### src/rtl/sdCardPkg.sv
`default_nettype none

package sdCardPkg;

    // ==============================
    // Field types
    // ==============================
    typedef logic [5:0]  cmdIndexT;
    typedef logic [6:0]  cmdCodeT;
    typedef logic [31:0] cmdArgT;
    typedef logic [6:0]  crc7T;
    typedef logic [15:0] crc16T;
    typedef logic [15:0] rcaT;

    // ==============================
    // Frame and block sizes
    // ==============================
    localparam int frameLen   = 48;
    // Start, transmission, index and argument bits covered by CRC7
    localparam int bodyLen    = 40;
    localparam int respGap    = 2;
    localparam int datNibbles = 128;
    // Start nibble, payload, CRC16 and end nibble
    localparam int datCycles  = datNibbles + $bits(crc16T) + 2;

    // Feedback taps, x^7 + x^3 + 1 and x^16 + x^12 + x^5 + 1
    localparam crc7T  crc7Poly  = 7'h09;
    localparam crc16T crc16Poly = 16'h1021;

    // ==============================
    // Command codes
    // ==============================
    // Top bit marks an application command after CMD55
    localparam cmdCodeT cmd0   = {1'b0, 6'd0};
    localparam cmdCodeT cmd3   = {1'b0, 6'd3};
    localparam cmdCodeT cmd6   = {1'b0, 6'd6};
    localparam cmdCodeT cmd7   = {1'b0, 6'd7};
    localparam cmdCodeT cmd8   = {1'b0, 6'd8};
    localparam cmdCodeT cmd55  = {1'b0, 6'd55};
    localparam cmdCodeT acmd41 = {1'b1, 6'd41};

    // Response contents
    localparam rcaT         cardRca  = 16'hAAAA;
    localparam logic [15:0] r6Status = 16'h0520;
    localparam cmdArgT      r1Cmd6   = 32'h00000900;
    localparam cmdArgT      r1Cmd7   = 32'h00000700;
    localparam cmdArgT      r1Cmd55  = 32'h00000120;
    // Busy bit set, so the card always reports ready
    localparam cmdArgT      ocrReady = 32'hC1FF8080;
    localparam cmdIndexT    r3Index  = 6'h3F;

endpackage

`default_nettype wire

### src/rtl/sdCmdIf.sv
`default_nettype none

// Checked command frame, receiver to handler
interface sdCmdIf import sdCardPkg::*; ();
    logic     valid;
    logic     bad;
    cmdIndexT index;
    cmdArgT   arg;

    modport rx (output valid, output bad, output index, output arg);
    modport exec (input valid, input bad, input index, input arg);
endinterface

// Response request, handler to both senders
interface sdRespIf import sdCardPkg::*; ();
    logic     start;
    cmdIndexT index;
    cmdArgT   arg;
    logic     noCrc;
    logic     withData;

    modport exec (
        output start, output index, output arg, output noCrc, output withData
    );
    modport send (input start, input index, input arg, input noCrc);
    modport data (input start, input withData);
endinterface

`default_nettype wire

### src/rtl/sdCrc.sv
`default_nettype none

module sdCrc #(
    parameter type crcT = logic [6:0],
    parameter crcT poly = '0
) (
    input  logic clk,
    input  logic rst_,
    input  logic clear,
    input  logic en,
    input  logic din,
    output crcT  crc
);

    logic feedback;
    crcT  shifted;

    // Incoming bit against the register MSB
    assign feedback = din ^ crc[$bits(crcT)-1];
    assign shifted  = {crc[$bits(crcT)-2:0], 1'b0};

    // Feeding the MSB back in turns the register into a plain
    // shifter, which the senders use to clock the CRC out
    always_ff @(posedge clk) begin
        if (!rst_ || clear) begin
            crc <= '0;
        end else if (en) begin
            crc <= shifted ^ (poly & {$bits(crcT){feedback}});
        end
    end

endmodule

`default_nettype wire

### src/rtl/sdCmdReceive.sv
`default_nettype none

module sdCmdReceive import sdCardPkg::*; (
    input  logic clk,
    input  logic rst_,
    input  logic cmdIn,
    input  logic busy,
    sdCmdIf.rx   cmd
);

    logic [frameLen-1:0] frame;
    logic [5:0]          bitCnt;
    logic                active;
    logic                frameDone;
    logic                takeBit;
    logic                frameOk;
    crc7T                ourCrc;

    // Start bit only counts while our own response is off the line
    assign takeBit = active || (!busy && !cmdIn);

    sdCrc #(
        .crcT (crc7T),
        .poly (crc7Poly)
    ) u_crc7 (
        .clk   (clk),
        .rst_  (rst_),
        .clear (!takeBit),
        .en    (takeBit && (bitCnt < 6'(bodyLen))),
        .din   (cmdIn),
        .crc   (ourCrc)
    );

    always_ff @(posedge clk) begin
        if (!rst_) begin
            active    <= 1'b0;
            bitCnt    <= '0;
            frameDone <= 1'b0;
        end else begin
            frameDone <= 1'b0;
            if (takeBit) begin
                if (bitCnt == 6'(frameLen - 1)) begin
                    active    <= 1'b0;
                    bitCnt    <= '0;
                    frameDone <= 1'b1;
                end else begin
                    active <= 1'b1;
                    bitCnt <= bitCnt + 6'd1;
                end
            end
        end
    end

    always_ff @(posedge clk) begin
        if (takeBit) begin
            frame <= {frame[frameLen-2:0], cmdIn};
        end
    end

    // Layout is preamble, index, argument, CRC7, end bit
    assign frameOk = (frame[47:46] == 2'b01) && (frame[7:1] == ourCrc) && frame[0];

    always_ff @(posedge clk) begin
        if (!rst_) begin
            cmd.valid <= 1'b0;
            cmd.bad   <= 1'b0;
        end else begin
            cmd.valid <= frameDone && frameOk;
            cmd.bad   <= frameDone && !frameOk;
        end
    end

    always_ff @(posedge clk) begin
        if (frameDone) begin
            cmd.index <= frame[45:40];
            cmd.arg   <= frame[39:8];
        end
    end

    // Host keeps the line idle while the card answers
    hostQuiet: assert property (@(posedge clk) disable iff (!rst_)
        busy |-> !active);

endmodule

`default_nettype wire

### src/rtl/sdCmdHandler.sv
`default_nettype none

module sdCmdHandler import sdCardPkg::*; (
    input  logic  clk,
    input  logic  rst_,
    sdCmdIf.exec  cmd,
    sdRespIf.exec resp,
    output logic  error
);

    logic     appCmd;
    rcaT      rca;
    cmdCodeT  code;
    logic     respond;
    logic     reject;
    cmdIndexT respIndex;
    cmdArgT   respArg;
    logic     respNoCrc;
    logic     respData;

    assign code = {appCmd, cmd.index};

    // ==============================
    // Command lookup
    // ==============================
    always_comb begin
        respond   = 1'b0;
        reject    = 1'b0;
        respIndex = cmd.index;
        respArg   = '0;
        respNoCrc = 1'b0;
        respData  = 1'b0;
        case (code)
            // Back to idle, the host expects nothing
            cmd0: respond = 1'b0;
            cmd3: begin
                respond = 1'b1;
                respArg = {cardRca, r6Status};
            end
            cmd6: begin
                respond  = 1'b1;
                respArg  = r1Cmd6;
                respData = 1'b1;
            end
            cmd7: begin
                if (cmd.arg[31:16] == rca) begin
                    respond = 1'b1;
                    respArg = r1Cmd7;
                end else begin
                    reject = 1'b1;
                end
            end
            cmd8: begin
                respond = 1'b1;
                // Voltage field and check pattern
                respArg = {20'd0, cmd.arg[11:0]};
            end
            cmd55: begin
                respond = 1'b1;
                respArg = r1Cmd55;
            end
            acmd41: begin
                respond   = 1'b1;
                respIndex = r3Index;
                respArg   = ocrReady;
                respNoCrc = 1'b1;
            end
            default: reject = 1'b1;
        endcase
    end

    always_ff @(posedge clk) begin
        if (!rst_) begin
            appCmd     <= 1'b0;
            rca        <= '0;
            resp.start <= 1'b0;
            error      <= 1'b0;
        end else begin
            resp.start <= cmd.valid && respond;
            error      <= cmd.bad || (cmd.valid && reject);
            if (cmd.valid) begin
                appCmd <= (code == cmd55);
                if (code == cmd0) begin
                    rca <= '0;
                end else if (code == cmd3) begin
                    rca <= cardRca;
                end
            end
        end
    end

    always_ff @(posedge clk) begin
        if (cmd.valid) begin
            resp.index    <= respIndex;
            resp.arg      <= respArg;
            resp.noCrc    <= respNoCrc;
            resp.withData <= respData;
        end
    end

    startOrError: assert property (@(posedge clk) disable iff (!rst_)
        !(resp.start && error));

endmodule

`default_nettype wire

### src/rtl/sdRespSend.sv
`default_nettype none

module sdRespSend import sdCardPkg::*; (
    input  logic  clk,
    input  logic  rst_,
    sdRespIf.send resp,
    output logic  cmdOut,
    output logic  cmdOe,
    output logic  respDone
);

    typedef enum logic [1:0] {sIdle, sGap, sSend} stateT;

    stateT              state;
    logic [3:0]         gapCnt;
    logic [5:0]         bitCnt;
    logic [5:0]         outIdx;
    logic [bodyLen-1:0] body;
    logic               noCrc;
    logic               nextBit;
    logic               loadBit;
    crc7T               crc;

    // Position of the bit that goes onto the line at the next edge
    assign outIdx  = (state == sSend) ? bitCnt + 6'd1 : 6'd0;
    assign loadBit = ((state == sGap) && (gapCnt == 4'd0))
                  || ((state == sSend) && (bitCnt != 6'(frameLen - 1)));

    always_comb begin
        if (outIdx < 6'(bodyLen)) begin
            nextBit = body[bodyLen-1];
        end else if (outIdx < 6'(frameLen - 1)) begin
            // R3 carries all ones in place of the CRC
            nextBit = noCrc || crc[$bits(crc7T)-1];
        end else begin
            nextBit = 1'b1;
        end
    end

    sdCrc #(
        .crcT (crc7T),
        .poly (crc7Poly)
    ) u_crc7 (
        .clk   (clk),
        .rst_  (rst_),
        .clear (state == sIdle),
        .en    (loadBit && (outIdx < 6'(frameLen - 1))),
        .din   (nextBit),
        .crc   (crc)
    );

    always_ff @(posedge clk) begin
        if (!rst_) begin
            state    <= sIdle;
            gapCnt   <= '0;
            bitCnt   <= '0;
            cmdOut   <= 1'b1;
            cmdOe    <= 1'b0;
            respDone <= 1'b0;
        end else begin
            respDone <= 1'b0;
            case (state)
                sIdle: begin
                    if (resp.start) begin
                        state  <= sGap;
                        gapCnt <= 4'(respGap - 2);
                    end
                end
                sGap: begin
                    if (gapCnt == 4'd0) begin
                        state  <= sSend;
                        bitCnt <= '0;
                        cmdOe  <= 1'b1;
                        cmdOut <= nextBit;
                    end else begin
                        gapCnt <= gapCnt - 4'd1;
                    end
                end
                default: begin
                    if (bitCnt == 6'(frameLen - 1)) begin
                        state    <= sIdle;
                        cmdOe    <= 1'b0;
                        cmdOut   <= 1'b1;
                        respDone <= 1'b1;
                    end else begin
                        bitCnt <= bitCnt + 6'd1;
                        cmdOut <= nextBit;
                    end
                end
            endcase
        end
    end

    // Frame body shifts out MSB first
    always_ff @(posedge clk) begin
        if (state == sIdle && resp.start) begin
            body  <= {2'b00, resp.index, resp.arg};
            noCrc <= resp.noCrc;
        end else if (loadBit) begin
            body <= {body[bodyLen-2:0], 1'b0};
        end
    end

    noOverlap: assert property (@(posedge clk) disable iff (!rst_)
        resp.start |-> state == sIdle);

endmodule

`default_nettype wire

### src/rtl/sdDatSend.sv
`default_nettype none

module sdDatSend import sdCardPkg::*; (
    input  logic       clk,
    input  logic       rst_,
    sdRespIf.data      resp,
    input  logic       respDone,
    output logic [3:0] datOut,
    output logic       datOe
);

    logic       pending;
    logic [7:0] cnt;
    logic [7:0] nextCnt;
    logic [3:0] nextNibble;
    logic [3:0] crcMsb;
    logic       crcEn;
    crc16T      laneCrc [4];

    assign nextCnt = cnt + 8'd1;
    // Payload nibbles feed the CRC, CRC nibbles shift it out
    assign crcEn   = datOe && (nextCnt <= 8'(datNibbles + $bits(crc16T)));

    always_comb begin
        if (nextCnt <= 8'(datNibbles)) begin
            // Status block is all ones
            nextNibble = 4'hF;
        end else if (nextCnt <= 8'(datNibbles + $bits(crc16T))) begin
            nextNibble = crcMsb;
        end else begin
            nextNibble = 4'hF;
        end
    end

    // ==============================
    // One CRC16 per DAT lane
    // ==============================
    for (genvar lane = 0; lane < 4; lane++) begin : g_lane
        sdCrc #(
            .crcT (crc16T),
            .poly (crc16Poly)
        ) u_crc16 (
            .clk   (clk),
            .rst_  (rst_),
            .clear (!datOe),
            .en    (crcEn),
            .din   (nextNibble[lane]),
            .crc   (laneCrc[lane])
        );
        assign crcMsb[lane] = laneCrc[lane][$bits(crc16T)-1];
    end

    always_ff @(posedge clk) begin
        if (!rst_) begin
            pending <= 1'b0;
            datOe   <= 1'b0;
            datOut  <= 4'hF;
            cnt     <= '0;
        end else begin
            if (resp.start) begin
                pending <= resp.withData;
            end
            if (respDone && pending) begin
                // Start nibble
                pending <= 1'b0;
                datOe   <= 1'b1;
                datOut  <= 4'h0;
                cnt     <= '0;
            end else if (datOe) begin
                if (cnt == 8'(datCycles - 1)) begin
                    datOe  <= 1'b0;
                    datOut <= 4'hF;
                    cnt    <= '0;
                end else begin
                    cnt    <= nextCnt;
                    datOut <= nextNibble;
                end
            end
        end
    end

endmodule

`default_nettype wire

### src/rtl/sdCard.sv
`default_nettype none

module sdCard (
    input  logic       clk,
    input  logic       rst_,
    input  logic       cmdIn,
    output logic       cmdOut,
    output logic       cmdOe,
    output logic [3:0] datOut,
    output logic       datOe,
    output logic       error
);

    logic respDone;

    sdCmdIf  cmdBus ();
    sdRespIf respBus ();

    // Receiver ignores the command line while the card drives it
    sdCmdReceive u_receive (
        .clk   (clk),
        .rst_  (rst_),
        .cmdIn (cmdIn),
        .busy  (cmdOe),
        .cmd   (cmdBus.rx)
    );

    sdCmdHandler u_handler (
        .clk   (clk),
        .rst_  (rst_),
        .cmd   (cmdBus.exec),
        .resp  (respBus.exec),
        .error (error)
    );

    sdRespSend u_respSend (
        .clk      (clk),
        .rst_     (rst_),
        .resp     (respBus.send),
        .cmdOut   (cmdOut),
        .cmdOe    (cmdOe),
        .respDone (respDone)
    );

    sdDatSend u_datSend (
        .clk      (clk),
        .rst_     (rst_),
        .resp     (respBus.data),
        .respDone (respDone),
        .datOut   (datOut),
        .datOe    (datOe)
    );

endmodule

`default_nettype wire

### config.mk
export PLATFORM = sky130hd
export DESIGN_NAME = sdCard
export DESIGN_NICKNAME = d
export VERILOG_FILES = /design/src/rtl/sdCardPkg.sv /design/src/rtl/sdCmdIf.sv /design/src/rtl/sdCrc.sv /design/src/rtl/sdCmdReceive.sv /design/src/rtl/sdCmdHandler.sv /design/src/rtl/sdRespSend.sv /design/src/rtl/sdDatSend.sv /design/src/rtl/sdCard.sv
export SDC_FILE = /design/constraint.sdc
export NUM_CORES = 1
export LEC_CHECK = 0
export CAP_MARGIN = 15
export CORE_MARGIN = 3
export CORE_UTILIZATION = 54
export CTS_CLUSTER_SIZE = 20
export DETAILED_ROUTE_END_ITERATION = 8
export DONT_BUFFER_PORTS = 1
export PLACE_DENSITY = 0.67
export SKIP_LAST_GASP = 1
export SLEW_MARGIN = 20
export SYNTH_ARGS = -nofsm -noshare
export SYNTH_HDL_FRONTEND = slang
export SYNTH_HIERARCHICAL = 1
export SYNTH_SLANG_ARGS = --single-unit
### constraint.sdc
create_clock -name clk -period 6.5 [get_ports clk]
set_input_delay 0.65 -clock clk [delete_from_list [all_inputs] [get_ports clk]]
set_output_delay 0.65 -clock clk [all_outputs]
set_load 0.01 [all_outputs]
**Word level (Yosys, flattened, before mapping)**

Index checks and enable logic that the tools add are counted.

- Register bits: 303
- Bits in latches: 0
- Memory bits (writable): 0
- ROM bits: 0
- Input port bits: 3
- Output and inout port bits: 8
- Logic and storage cells: 168
- Memories kept: 0

- Add/subtract/negate cells: 4
- Multiply operators: 0
- Div/mod/pow operators: 0
- Magnitude comparators: 5
- Eq/ne operators: 19
- Shift-type cells: 0
- Mux-type cells: 44
- Bitwise operators: 14
- Reductions and logical operators: 47

Operators with widths:

| cell | number |
|---|---|
| case mux 32 bit (6 select lines) | 1 |
| two-way mux 38 bit | 2 |
| bitwise XOR 16 x 13 -> 16 bit | 4 |
| two-way mux 16 bit | 2 |
| two-way mux 4 bit | 7 |
| two-way mux 6 bit | 4 |
| < comparator 6 bit, second input constant | 3 |
| equality test 16 bit | 1 |
| <= comparator 8 bit, second input constant | 2 |
| two-way mux 1 bit | 16 |
| equality test 7 x 3 -> 1 bit, second input constant | 2 |
| logical AND 1 bit | 14 |
| bitwise XOR 7 x 4 -> 7 bit | 2 |
| adder 6 x 1 -> 6 bit, second input constant | 2 |
| equality test 6 bit, second input constant | 2 |
| case mux 6 bit (2 select lines) | 1 |
| AND reduction 3 bit | 4 |
| two-way mux 11 bit | 1 |
| nonzero test 2 bit | 5 |
| adder 8 x 1 -> 8 bit, second input constant | 1 |
| equality test 8 bit, second input constant | 1 |
| two-way mux 8 bit | 1 |
| case mux 1 bit (2 select lines) | 4 |
| case mux 4 bit (2 select lines) | 1 |
| 26 further kinds | 50 |

**Depth between registers and ports, before layout**

- Depth in word-level cells: 7
- Gate-level depth with buffers: 10
- Mapped depth without buffers: 9

**Hierarchy**

Netlist, hierarchy kept.

Modules (own cells, without submodules):

| module | times used | cells an instance | area an instance (sq um) | sequential area each (sq um) |
|---|---|---|---|---|
| sdCmdReceive | 1 | 149 | 3136.8 | 2782.7 |
| sdRespSend | 1 | 268 | 2534.9 | 1511.4 |
| sdCrc at u_datSend.g_lane[0].u_crc16 ... | 4 | 60 | 631.9 | 320.3 |
| sdCmdHandler | 1 | 129 | 1415.1 | 770.7 |
| sdDatSend | 1 | 109 | 899.6 | 280.3 |
| sdCrc at u_receive.u_crc7 ... | 2 | 28 | 297.8 | 140.1 |

**Worst setup path after synthesis**

OpenSTA, ideal clock, no wires.

- Kind: register to register
- Start point: register u_respSend.bitCnt[0]
- End point: register u_respSend.body[0] (enable)
- Library setup time: 0.519 ns
- Arrival: 2.036 ns
- Slack: 3.945 ns
- Stages on the path, launching flop included: 6
- Path buffers: 0
- Path through: dfxtp_1 ha_1 nand3_2 o21ai_1 o21a_1 nand2_1

- Word-level cells in the longest chain between the ends: 4

Ends and longest elaborated chain:

| element | line | source |
|---|---|---|
| start, declared | sdRespSend.sv:16 | `logic [5:0] bitCnt;` |
| start signal, assigned | sdRespSend.sv:86 | `bitCnt <= bitCnt + 6'd1;` |
| != test 6 bit | sdRespSend.sv:27 | `\|\| ((state == sSend) && (bitCnt != 6'(frameLen - 1)));` |
| logical AND 1 bit | sdRespSend.sv:27 |  |
| logical OR 1 bit | sdRespSend.sv:27 |  |
| nonzero test 2 bit (no line) | n/a |  |
| end signal, assigned | sdRespSend.sv:97 | `body <= {2'b00, resp.index, resp.arg};` |
| end signal, assigned | sdRespSend.sv:100 | `body <= {body[bodyLen-2:0], 1'b0};` |
| end, declared | sdRespSend.sv:18 | `logic [bodyLen-1:0] body;` |

No other way between the ends.
A chain may end at the register's enable or synchronous reset.

**Worst setup path in the final report**

- Start point: register u_datSend.cnt[0]
- End point: register u_datSend/g_lane[1].u_crc16/crc[12] (netlist name)

RTL lines:

| element | line | source |
|---|---|---|
| start, declared | sdDatSend.sv:13 | `logic [7:0] cnt;` |
| start signal, assigned | sdDatSend.sv:75 | `cnt <= nextCnt;` |
| adder 8 x 1 -> 8 bit | sdDatSend.sv:20 | `assign nextCnt = cnt + 8'd1;` |
| <= comparator 8 bit | sdDatSend.sv:22 | `assign crcEn = datOe && (nextCnt <= 8'(datNibbles + $bits(crc16T)));` |
| logical AND 1 bit | sdDatSend.sv:22 |  |
| named net u_datSend.crcEn | sdDatSend.sv:17 | `logic crcEn;` |
| end signal, assigned | sdCrc.sv:28 | `crc <= shifted ^ (poly & {$bits(crcT){feedback}});` |
| end, declared | sdCrc.sv:12 | `output crcT crc` |

The timed path passes the listed nets, and every way through them passes these cells.

==> metrics.md <==
| Metric | Value |
|---|---|
| Status | `finished clean` |
| PwrDens | `roughly 290 nW/µm²` |
| Clock-pin transition on the worst setup and hold timing paths | `0.06 ns` |
| Dpl hpwl | `10.4 mm` |
| Vias in the first global route | `5993` |
| Psw | `0.675 mW` |
| Nature of the critical path endpoint | `register` |
| Fin crit period | `about 3.2 ns` |
| DR pass1 iterations | `5` |
| Later-pin clock latency in the skew report | `0.54 ns` |
| Final hold vios | `0` |
| Hold crit path type | `primary input to register` |
| Met2 wire length | `7.55 mm` |
| Post-CTS Resized | `0` |
| Worst R2R Start | `u_datSend/cnt[0]$_SDFFE_PP0P_` |
| Average cell area after synthesis | `11.6 µm²` |
| Layout cells sized above 1 | `8.11%` |
| YS warnings | `6` |
| Clock Tree Buf Depth | `3` |
| Most frequent CP cell | `nand2_1` |
| Area Overhead vs Synth | `8.24%` |
| Synthesized netlist cell count | `947` |
| Antenna Violating Nets Remaining | `0` |
| Vias per cell | `approximately 5.3` |
| Endpoints failing setup | `0` |
| FMAX | `315 MHz` |
| Post-Route Skew | `0.0153 ns` |
| Hold buffers post-CTS | `0` |
| Max-Cap Viols | `0` |
| Worst Hold Slack | `0.211 ns` |
| Crit-path cells | `ha_1 -> nand2_1 -> a21oi_1 -> o221ai_1 -> a31oi_1 -> a32o_4 -> buf_4 -> nand2_1 -> or3_1 -> nand3_1` |
| Core area | `19700 µm²` |
| Critical path destination | `u_datSend/g_lane[1].u_crc16/crc[12]$_SDFFE_PP0P_` |
| Flop pwr share | `53.9%` |
| Sw Share | `19.7%` |
| Reg2reg path depth | `10` |
| FF-to-FF End | `u_datSend/g_lane[1].u_crc16/crc[12]$_SDFFE_PP0P_` |
| First-pass GRT wire length | `29.0 mm` |
| WL final | `approximately 17 mm` |
| Hold Path Depth | `0` |
| Largest net degree at the start of global routing | `81` |
| # IOs | `11` |
| Num CTS Buffers | `28` |
| Peak fanout along the critical path | `80` |
| Critical Path Max Stage Delay | `0.80 ns` |
| GP Congestion | `0.791` |
| Comb power frac | `1.2%` |
| Die Width | `between 100 and 150 µm` |
| Rel. slew slack | `between 20% and 30%` |
| PortBufs | `0` |
| H-tree depth | `1` |
| Antenna diodes | `0` |
| Die H | `around 150 µm` |
| WS Path Type | `register to register` |
| Final slew viol count | `0` |
| WL met3 | `676 µm` |
| Tot GR Track Use | `15.5%` |
| Initial Util | `55.7%` |
| R2R Setup Slk | `3.32 ns` |
| Total die area | `22100 µm²` |
| Fillers | `approximately 1600` |
| Multi-input gate area | `3750 µm²` |
| Share of total power in the clock network | `between 40% and 50%` |
| DR top layer | `met4` |
| Initial DRC Count | `a little under 300` |
| Setup TNS | `0 ns` |
| Routed via count | `6451` |
| CTS tree | `done` |
| CTS Root Cell | `clkbuf_16` |
| Worst Max-Slew Pin Slew | `1.08 ns` |
| Critical Path RT | `roughly 7.0 ns` |
| CTS sink cnt | `between 200 and 300` |
| CP startpoint | `u_datSend/cnt[0]$_SDFFE_PP0P_` |
| Tcrit/Tclk final | `approximately half` |
| Cell Area, Synth | `11000 µm²` |
| Register Area | `6790 µm²` |
| Wire per inst | `14.1 µm` |
| Pint | `2.75 mW` |
| RSZ-0062 raised after global routing | `no` |
| Layout Nets | `936` |
| Initial antenna violation count | `0` |
| Slowest cell on the critical path | `buf_4` |
| VDD IR max | `0.000170 V` |
| Post-CTS setup buffer count | `0` |
| GRT overflow | `0` |
| Drc violations | `0` |
| Metal-1 WL | `8.61 mm` |
| WP data arrival | `~3.7 ns` |
| Leak | `slightly above 4 nW` |
| Row count | `51` |
| Crit path launch type | `register` |
## stage by stage
step | setup slack [ns] | total power [mW] | utilization, % | instances | area [µm²]
3_5_place_dp | 3.40 | 1.92 | 55.7 | 1162 | 11000
5_1_grt | 3.07 | 3.55 | 60.3 | 1214 | 11900
2_1_floorplan | 3.95 | 1.91 | - | 951 | 11000
6_report | 3.32 | 3.42 | 60.3 | 1214 | 11900
3_3_place_gp | 3.44 | 1.92 | 55.7 | 1162 | 11000
4_1_cts | 3.40 | 3.47 | 60.3 | 1214 | 11900
## worst max-delay path: cells and delay by family, from the launching register on
family	cells	cell delay, ns
AO/OA/AOI/OAI	4	0.71
adder cells (fa/ha/maj)	1	0.36
buffers and inverters	1	0.80
flip-flops	1	0.51
AND/OR/NAND/NOR	4	0.67
## layout by cell type (no fill, tap or decap), types with 3 or more instances in the layout
cell	n
a211o_1	4
inv_1	17
a211oi_1	3
a21oi_1	23
nand2b_1	10
bufinv_16	3
dfxtp_1	123
nor2_1	106
o211ai_1	6
clkbuf_1	4
nand3b_1	11
and4_1	4
o21ai_0	15
nand2b_4	6
a31oi_1	7
nand4_1	7
clkinv_1	6
nor3_1	9
and3_1	3
buf_4	7
clkbuf_16	28
o311a_1	3
or3_1	12
nand4b_1	11
nand3_1	21
nor3b_1	5
mux2i_1	70
conb_1	5
xnor2_1	14
nor2b_1	6
xor2_1	9
edfxtp_1	144
and2_1	7
nor4_1	5
clkinv_2	6
a2bb2oi_1	4
nand2_1	161
ha_1	6
## cell type report
type | count | share of cell area (%)
Inverter | 18 | 0.568
Tap cell | 265 | 2.79
Multi-Input combinational cell | 605 | 31.5
Clock inverter | 20 | 1.60
Timing Repair Buffer | 7 | 0.442
Sequential cell | 267 | 57.1
Clock buffer | 32 | 6.02
## state kept, by name, summed over array words and instances, names as in the netlist, 7 cells and up
name,cells
u_datSend/g_lane.u_crc16/crc,64
u_receive/frame,48
u_respSend/body,40
u_receive/cmd.arg,28
u_handler/resp.arg,15
u_datSend/cnt,8
u_receive/u_crc7/crc,7
u_respSend/u_crc7/crc,7
## worst min-delay path by stage
stage                                  start                       endpoint
2_1_floorplan  u_receive/frame[20]$_DFFE_PN_  u_receive/frame[21]$_DFFE_PN_
3_3_place_gp   u_receive/frame[23]$_DFFE_PN_  u_receive/frame[24]$_DFFE_PN_
3_5_place_dp   u_receive/frame[20]$_DFFE_PN_  u_receive/frame[21]$_DFFE_PN_
4_1_cts                                cmdIn   u_receive/frame[0]$_DFFE_PN_
5_1_grt                                cmdIn   u_receive/frame[0]$_DFFE_PN_
6_report                               cmdIn   u_receive/frame[0]$_DFFE_PN_
## metal layers
layer	track usage, %	vias up
met3	3.17	27
li1	-	3300
met1	23.3	3042
met2	23.5	82
met5	0	-
met4	3.70	0
## power groups by stage
| stage | sequential [mW] | combinational (mW) | clock, mW |
|---|---|---|---|
| global placement | 1.88 | 0.0396 | 0 |
| detailed placement | 1.88 | 0.0400 | 0 |
| CTS | 1.85 | 0.0401 | 1.58 |
| floorplan | 1.87 | 0.0383 | 0 |
| finish | 1.85 | 0.0396 | 1.54 |
| global route | 1.85 | 0.0447 | 1.65 |
No activity file was read; power rests on OpenSTA's default activity.
